### config.mk
export PLATFORM = sky130hd
export DESIGN_NAME = mulDivUnit
export DESIGN_NICKNAME = d
export VERILOG_FILES = /design/src/rtl/mulDivPkg.sv /design/src/rtl/pipelinedMultiplier.sv /design/src/rtl/restoringDivider.sv /design/src/rtl/resultSelect.sv /design/src/rtl/mulDivUnit.sv
export SDC_FILE = /design/constraint.sdc
export NUM_CORES = 2
export LEC_CHECK = 0
export ABC_AREA = 1
export CAP_MARGIN = 5
export CORE_MARGIN = 10
export CORE_UTILIZATION = 55
export DETAILED_ROUTE_END_ITERATION = 7
export DONT_BUFFER_PORTS = 1
export GPL_TIMING_DRIVEN = 0
export PLACE_DENSITY = 0.77
export SLEW_MARGIN = 20
export SYNTH_ARGS = -nofsm -noshare
export SYNTH_HDL_FRONTEND = slang
export SYNTH_SLANG_ARGS = --single-unit
export TNS_END_PERCENT = 100
### constraint.sdc
create_clock -name clk -period 7.3 [get_ports clk]
set_input_delay 1.095 -clock clk [delete_from_list [all_inputs] [get_ports clk]]
set_output_delay 1.095 -clock clk [all_outputs]
set_load 0.01 [all_outputs]
### src/rtl/mulDivPkg.sv
package mulDivPkg;

  //////////////////////////////
  // Widths and divider pacing
  //////////////////////////////

  // Data width of the integer datapath
  localparam int Xlen = 32;

  // Quotient bits retired per cycle, must divide Xlen evenly
  localparam int DivBits = 2;

  // Number of iteration cycles for a full quotient
  localparam int DivSteps = Xlen / DivBits;

  // Step counter only needs to reach DivSteps-1
  localparam int StepBits = $clog2(DivSteps);
  localparam logic [StepBits-1:0] LastStep = StepBits'(DivSteps - 1);

  //////////////////////////////
  // Operation encoding
  //////////////////////////////

  // Bit 2 selects the divider, for divisions bit 0 means unsigned and bit 1 means remainder
  // The multiply codes follow the RISC-V funct3 order
  typedef enum logic [2:0] {
    Mul    = 3'b000,
    Mulh   = 3'b001,
    Mulhsu = 3'b010,
    Mulhu  = 3'b011,
    Div    = 3'b100,
    Divu   = 3'b101,
    Rem    = 3'b110,
    Remu   = 3'b111
  } mulDivOp_t;

  // One request as presented on the issue port
  typedef struct packed {
    mulDivOp_t        op;
    logic [Xlen-1:0]  srcA;
    logic [Xlen-1:0]  srcB;
  } mulDivReq_t;

  // Divider output before sign correction and divide by zero handling
  typedef struct packed {
    logic [Xlen-1:0]  quot;
    logic [Xlen-1:0]  rem;
    logic [Xlen-1:0]  dividend;
    logic             negQuot;
    logic             negRem;
    logic             divZero;
    logic             wantRem;
  } divResult_t;

  // Full product plus the half the operation wants
  typedef struct packed {
    logic [2*Xlen-1:0] product;
    logic              wantHigh;
  } mulResult_t;

endpackage

### src/rtl/pipelinedMultiplier.sv
`timescale 1ns/1ps

module pipelinedMultiplier (
  input  logic                        clk,
  input  logic                        reset,
  input  logic                        start,
  input  logic [mulDivPkg::Xlen-1:0]  srcA,
  input  logic [mulDivPkg::Xlen-1:0]  srcB,
  input  logic                        signA,
  input  logic                        signB,
  input  logic                        wantHigh,
  output logic                        done,
  output mulDivPkg::mulResult_t       res
);

  // Operands grow by one bit so a single signed multiplier covers every signedness mix
  logic [mulDivPkg::Xlen:0]      aExt;
  logic [mulDivPkg::Xlen:0]      bExt;
  logic [mulDivPkg::Xlen:0]      aReg;
  logic [mulDivPkg::Xlen:0]      bReg;
  logic                          highReg;
  logic                          valid1;
  logic [2*mulDivPkg::Xlen+1:0]  fullProduct;

  //////////////////////////////
  // Stage one
  //////////////////////////////

  // An unsigned operand gets a zero on top, a signed one copies its sign bit
  assign aExt = {signA & srcA[mulDivPkg::Xlen-1], srcA};
  assign bExt = {signB & srcB[mulDivPkg::Xlen-1], srcB};

  // Valid bit tracks the issue strobe
  always_ff @(posedge clk) begin
    if (reset) begin
      valid1 <= 1'b0;
    end else begin
      valid1 <= start;
    end
  end

  // Operand registers load on every issue and hold otherwise
  always_ff @(posedge clk) begin
    if (start) begin
      aReg    <= aExt;
      bReg    <= bExt;
      highReg <= wantHigh;
    end
  end

  //////////////////////////////
  // Stage two
  //////////////////////////////

  // The 66-bit signed product always fits, and the top two bits are redundant
  assign fullProduct = $signed(aReg) * $signed(bReg);

  always_ff @(posedge clk) begin
    if (reset) begin
      done <= 1'b0;
    end else begin
      done <= valid1;
    end
  end

  // Only the low 64 bits are kept along with the half select
  always_ff @(posedge clk) begin
    if (valid1) begin
      res.product  <= fullProduct[2*mulDivPkg::Xlen-1:0];
      res.wantHigh <= highReg;
    end
  end

endmodule

### src/rtl/restoringDivider.sv
`timescale 1ns/1ps

module restoringDivider (
  input  logic                        clk,
  input  logic                        reset,
  input  logic                        start,
  input  logic [mulDivPkg::Xlen-1:0]  srcA,
  input  logic [mulDivPkg::Xlen-1:0]  srcB,
  input  logic                        signedOp,
  input  logic                        wantRem,
  output logic                        busy,
  output logic                        done,
  output mulDivPkg::divResult_t       res
);

  // Partial remainder and dividend/quotient shift register per step
  logic [mulDivPkg::Xlen-1:0]        wStep  [mulDivPkg::DivBits+1];
  logic [mulDivPkg::Xlen-1:0]        xqStep [mulDivPkg::DivBits+1];

  // Absolute values and negated divisor computed at issue
  logic [mulDivPkg::Xlen-1:0]        aAbs;
  logic [mulDivPkg::Xlen-1:0]        bAbs;
  logic [mulDivPkg::Xlen-1:0]        dNeg;

  // Registered iteration state
  logic [mulDivPkg::Xlen-1:0]        wReg;
  logic [mulDivPkg::Xlen-1:0]        xqReg;
  logic [mulDivPkg::Xlen-1:0]        dNegReg;
  logic [mulDivPkg::Xlen-1:0]        dividendReg;
  logic                              negQuotReg;
  logic                              negRemReg;
  logic                              zeroReg;
  logic                              wantRemReg;
  logic [mulDivPkg::StepBits-1:0]    step;

  //////////////////////////////
  // Operand preparation
  //////////////////////////////

  // Signed operations work on magnitudes and fix the signs afterwards
  always_comb begin
    aAbs = (signedOp & srcA[mulDivPkg::Xlen-1]) ? -srcA : srcA;
    bAbs = (signedOp & srcB[mulDivPkg::Xlen-1]) ? -srcB : srcB;
    // Stored negated so each trial subtraction becomes an add
    dNeg = -bAbs;
  end

  // Payload registers load at issue and then follow the iteration
  always_ff @(posedge clk) begin
    if (start) begin
      wReg        <= '0;
      xqReg       <= aAbs;
      dNegReg     <= dNeg;
      dividendReg <= srcA;
      // Quotient is negative when exactly one operand is negative
      negQuotReg  <= signedOp & (srcA[mulDivPkg::Xlen-1] ^ srcB[mulDivPkg::Xlen-1]);
      // Remainder takes the sign of the dividend
      negRemReg   <= signedOp & srcA[mulDivPkg::Xlen-1];
      zeroReg     <= (srcB == '0);
      wantRemReg  <= wantRem;
    end else if (busy) begin
      wReg  <= wStep[mulDivPkg::DivBits];
      xqReg <= xqStep[mulDivPkg::DivBits];
    end
  end

  //////////////////////////////
  // Restoring steps
  //////////////////////////////

  assign wStep[0]  = wReg;
  assign xqStep[0] = xqReg;

  // One shift and trial subtract per quotient bit, chained within a cycle
  for (genvar i = 0; i < mulDivPkg::DivBits; i++) begin : gStep
    logic [mulDivPkg::Xlen:0] shifted;
    logic [mulDivPkg::Xlen:0] trial;

    // Next dividend bit moves into the partial remainder
    assign shifted = {wStep[i], xqStep[i][mulDivPkg::Xlen-1]};
    // Adding the negated divisor with a one on top is a 33-bit subtract
    assign trial   = shifted + {1'b1, dNegReg};
    // A clear top bit means the subtraction did not borrow
    assign wStep[i+1]  = trial[mulDivPkg::Xlen] ? shifted[mulDivPkg::Xlen-1:0]
                                                : trial[mulDivPkg::Xlen-1:0];
    // Quotient bits enter at the bottom as the dividend leaves the top
    assign xqStep[i+1] = {xqStep[i][mulDivPkg::Xlen-2:0], ~trial[mulDivPkg::Xlen]};
  end

  //////////////////////////////
  // Step sequencing
  //////////////////////////////

  // Issue starts the count, the last step or a zero divisor finishes it
  always_ff @(posedge clk) begin
    if (reset) begin
      busy <= 1'b0;
      done <= 1'b0;
      step <= '0;
    end else begin
      done <= 1'b0;
      if (start) begin
        busy <= 1'b1;
        step <= '0;
      end else if (busy) begin
        // Divide by zero skips the iteration and finishes after one cycle
        if (zeroReg || step == mulDivPkg::LastStep) begin
          busy <= 1'b0;
          done <= 1'b1;
        end else begin
          step <= step + 1'b1;
        end
      end
    end
  end

  // Raw magnitudes and correction flags go to the selector
  assign res.quot     = xqReg;
  assign res.rem      = wReg;
  assign res.dividend = dividendReg;
  assign res.negQuot  = negQuotReg;
  assign res.negRem   = negRemReg;
  assign res.divZero  = zeroReg;
  assign res.wantRem  = wantRemReg;

  //////////////////////////////
  // Checks
  //////////////////////////////

  // Each division produces exactly one done pulse
  doneSinglePulse: assert property (
    @(posedge clk) disable iff (reset) done |=> !done
  ) else $error("divider done held for two cycles");

  // A new division must wait until the previous one has finished
  noStartWhileBusy: assert property (
    @(posedge clk) disable iff (reset) start |-> !busy
  ) else $error("divider start accepted while busy");

endmodule

### src/rtl/resultSelect.sv
`timescale 1ns/1ps

module resultSelect (
  input  logic                        clk,
  input  logic                        reset,
  input  logic                        mulDone,
  input  mulDivPkg::mulResult_t       mulRes,
  input  logic                        divDone,
  input  mulDivPkg::divResult_t       divRes,
  output logic                        valid,
  output logic [mulDivPkg::Xlen-1:0]  result
);

  logic [mulDivPkg::Xlen-1:0] mulHalf;
  logic [mulDivPkg::Xlen-1:0] quotient;
  logic [mulDivPkg::Xlen-1:0] remainder;
  logic [mulDivPkg::Xlen-1:0] chosen;

  //////////////////////////////
  // Result choice
  //////////////////////////////

  always_comb begin
    // MULH variants want bits 63:32, MUL wants the low word
    mulHalf = mulRes.wantHigh ? mulRes.product[2*mulDivPkg::Xlen-1:mulDivPkg::Xlen]
                              : mulRes.product[mulDivPkg::Xlen-1:0];
    // Divide by zero gives all ones and hands back the dividend as remainder
    if (divRes.divZero) begin
      quotient  = '1;
      remainder = divRes.dividend;
    end else begin
      quotient  = divRes.negQuot ? -divRes.quot : divRes.quot;
      remainder = divRes.negRem ? -divRes.rem : divRes.rem;
    end
    // Signed overflow needs no special case, the magnitude wraps to the dividend
    if (divDone) begin
      chosen = divRes.wantRem ? remainder : quotient;
    end else begin
      chosen = mulHalf;
    end
  end

  // Valid is a single-cycle pulse following either engine
  always_ff @(posedge clk) begin
    if (reset) begin
      valid <= 1'b0;
    end else begin
      valid <= mulDone | divDone;
    end
  end

  // Result data only moves when there is something to report
  always_ff @(posedge clk) begin
    if (mulDone | divDone) begin
      result <= chosen;
    end
  end

  // The divider minimum latency keeps the two engines from finishing together
  noDoneCollision: assert property (
    @(posedge clk) disable iff (reset) !(mulDone && divDone)
  ) else $error("multiplier and divider finished in the same cycle");

endmodule

### src/rtl/mulDivUnit.sv
`timescale 1ns/1ps

module mulDivUnit (
  input  logic                        clk,
  input  logic                        reset,
  input  logic                        start,
  input  mulDivPkg::mulDivReq_t       req,
  output logic                        busy,
  output logic                        resultValid,
  output logic [mulDivPkg::Xlen-1:0]  result
);

  logic                     mulStart;
  logic                     divStart;
  logic                     signA;
  logic                     signB;
  logic                     wantHigh;
  logic                     mulDone;
  logic                     divDone;
  mulDivPkg::mulResult_t    mulRes;
  mulDivPkg::divResult_t    divRes;

  //////////////////////////////
  // Operation decode
  //////////////////////////////

  // Bit 2 of the code steers the strobe to one engine
  assign mulStart = start & ~req.op[2];
  assign divStart = start & req.op[2];

  // Only MULHU treats srcA as unsigned, and MULHSU also treats srcB as unsigned
  assign signA    = (req.op != mulDivPkg::Mulhu);
  assign signB    = (req.op == mulDivPkg::Mul) || (req.op == mulDivPkg::Mulh);
  assign wantHigh = (req.op != mulDivPkg::Mul);

  pipelinedMultiplier mul0 (
    .clk(clk), .reset(reset), .start(mulStart),
    .srcA(req.srcA), .srcB(req.srcB),
    .signA(signA), .signB(signB), .wantHigh(wantHigh),
    .done(mulDone), .res(mulRes)
  );

  // For divisions bit 0 means unsigned and bit 1 selects the remainder
  restoringDivider div0 (
    .clk(clk), .reset(reset), .start(divStart),
    .srcA(req.srcA), .srcB(req.srcB),
    .signedOp(~req.op[0]), .wantRem(req.op[1]),
    .busy(busy), .done(divDone), .res(divRes)
  );

  resultSelect sel0 (
    .clk(clk), .reset(reset),
    .mulDone(mulDone), .mulRes(mulRes),
    .divDone(divDone), .divRes(divRes),
    .valid(resultValid), .result(result)
  );

  // Nothing may be issued while a division is running
  noIssueWhileBusy: assert property (
    @(posedge clk) disable iff (reset) start |-> !busy
  ) else $error("operation issued while the unit is busy");

endmodule

==> results.ini <==
[setup_path]
cp_top_family=adder cells
crit_end=mul0.res[60]$_DFFE_PP_
required_ps=7670
crit_type=flop to flop
startpoint=mul0.aReg[32]$_DFFE_PP_
reg2reg_to=mul0.res[60]$_DFFE_PP_
crit_top_cell=inv_2
critical_path_buf_inv_count=10
cp.depth=26
cp-end-kind=flop
reg2regPathDepth=26
cp_max_fo=8
critPathLaunchType=flop
max_stage_delay_ps=760
arrival_ps=8280
rr_startpoint=mul0.aReg[32]$_DFFE_PP_
cpMaxStageDelayCell=fa_2
r2r_setup_slack_ps=-620

[yosys]
yosys.area.top_type=fa_1
ys_ff_latch=305
synth-edff-count=264
ys_warn_count=0
yosysSeqAreaShare=0.145
synthCells=7778
synth_nets=9256
synth_cell_types=54
netlist_area_um2=60500
synth_ff_type=edfxtp_1
async_flop_share=0
synth.avg_cell_area_um2=7.78
yosys.area.top_type_share=0.373
synth_area_leaders=fa_1, edfxtp_1, inv_1

[sta]
finalSetupTns_ps=-8290
timing.hold.ws_ps=468
skew_ps=31.4
min_period_over_period=1.08
setup_viol=28
rsz0062_at_grt=true
setup_slack_ps=-617
finalMaxSlewViolations=0
slew_headroom=0.397
tightest_slew_ps=905
max_freq_mhz=126
final.min_clock_period_ps=7920
hold_viol_final=0

[clocking]
cts_tree=built
clkTransAtPathRegs_ps=60
hold_buffers=0
clock_path_buffers=3
htreeDepth=2
numCtsBuffers=36
cts.sink_count=305
cts_root_buf=clkbuf_16
worstSkewPairLatency_ps=590

[hold_path]
hp-class=flop to flop
holdPathStages=2

[die]
start_util=0.555
core_um2=109000
pin_count=104
die_area_um2=124000
die_y_um=352
core.rowCount=121
die_w_um=352

[layout]
layout.cells.non_filler=9532
post-route-util=0.651
area_growth_pct=17.3
drive_above_1_share=0.150
layout_common_cells=inv_1, nand2_1, fa_1
final_common_cell=inv_1
nets=9565

[grt]
grt_pass1_vias=56000
antenna_found_initial=18
grt_usage=0.443
grt_max_degree=57
grt_pass1_wl_um=387000
overflow=0

[routing]
routed_wirelength_um=277000
vias=56300
first_pass_iters=8
wl_per_cell_um=29.0
drt-initial-drc-count=6937
final_antenna_net_count=0
viasPerCell=5.91
drcViolationCount=0

[placement]
dp.cells=9197
io_buffers=0
hpwl_um=219000
place_congestion=1.10

[job]
max_cap_violations=0

[run_status]
violations=negative setup slack
status=complete, but fails checks

==> layout make-up <==
type                            instances  area (um2)
Inverter                             2046        7720
Sequential cell                       305        8750
Antenna cell                            6        15.0
Clock buffer                           45         945
Timing Repair Buffer                  335        3220
Multi-Input combinational cell       5090       45500
Tap cell                             1414        1770
Buffer                                273        2840
Fill cell                            9129       38000
Clock inverter                         18         209
==> layer usage <==
layer,routed length [um],part of all wire,track usage
met1,97100,0.35,0.548
met2,113000,0.41,0.633
met4,27900,0.10,0.344
met5,317,0.0011,0
met3,38900,0.14,0.150
==> worst min path at each step <==
stage | from | end
after floorplan | mul0.highReg$_DFFE_PP_ | mul0.res[0]$_DFFE_PP_
after global placement | mul0.done$_SDFF_PP0_ | sel0.valid$_SDFF_PP0_
after detailed placement | mul0.done$_SDFF_PP0_ | sel0.valid$_SDFF_PP0_
after CTS | mul0.done$_SDFF_PP0_ | sel0.valid$_SDFF_PP0_
after global routing | mul0.done$_SDFF_PP0_ | sel0.valid$_SDFF_PP0_
final | mul0.done$_SDFF_PP0_ | sel0.valid$_SDFF_PP0_
==> registers in the layout, summed over array words and instances, names as in the netlist, 4 cells and up <==
register,cells
div0.step,4
sel0.result,32
div0.dNegReg,32
mul0.aReg,33
div0.dividendReg,32
div0.xqReg,32
div0.wReg,32
mul0.res,65
mul0.bReg,33
==> metrics by stage <==
step | setup WS [ps] | area [um2]
2_1_floorplan | 30.6 | 60500
3_3_place_gp | -3580 | 62300
3_5_place_dp | -3590 | 62400
4_1_cts | -353 | 69100
5_1_grt | -668 | 71000
6_report | -617 | 71000
==> synthesized netlist by cell type, drive strengths merged, types with 4 or more instances <==
cell,count
inv,2044
nand2,2003
fa,1127
nor2,461
clkbuf,314
nand3,296
ha,281
o21ai,274
edfxtp,264
a21oi,197
xor2,115
xnor2,69
nor3,57
nand4,51
dfxtp,41
buf,23
o211ai,22
o21bai,20
a31oi,16
nand3b,15
or2,14
a21o,10
a21boi,8
and3,8
nor4,8
o21a,8
o221ai,7
o31ai,5
a221oi,4
and2,4
==> logic make-up after synthesis <==
family / Yosys count / synth area share
xor+xnor: 184 / 0.0266
flops: 305 / 0.145
compound gates: 579 / 0.0526
fa+ha+maj: 1408 / 0.431
simple gates: 2919 / 0.197
buf+inv: 2383 / 0.149
==> timing repair <==
action,4_1_cts,5_1_grt
gates cloned,1,0
gates resized for setup,985,389
buffers inserted,241,94
pin swaps,184,238
setup endpoints to repair,48,41
==> worst register-to-register path, delay by kind of cell (launching register included) <==
family | cells | cell delay, ps
flip-flops | 1 | 410
adder cells (fa/ha/maj) | 9 | 4760
buffers and inverters | 10 | 1040
AND/OR/NAND/NOR | 2 | 290
AO/OA/AOI/OAI | 4 | 840
XOR/XNOR | 1 | 340
Power is left out: the tool's default activity adds up to more than one toggle a clock period on the data nets, which glitch-free logic cannot reach.
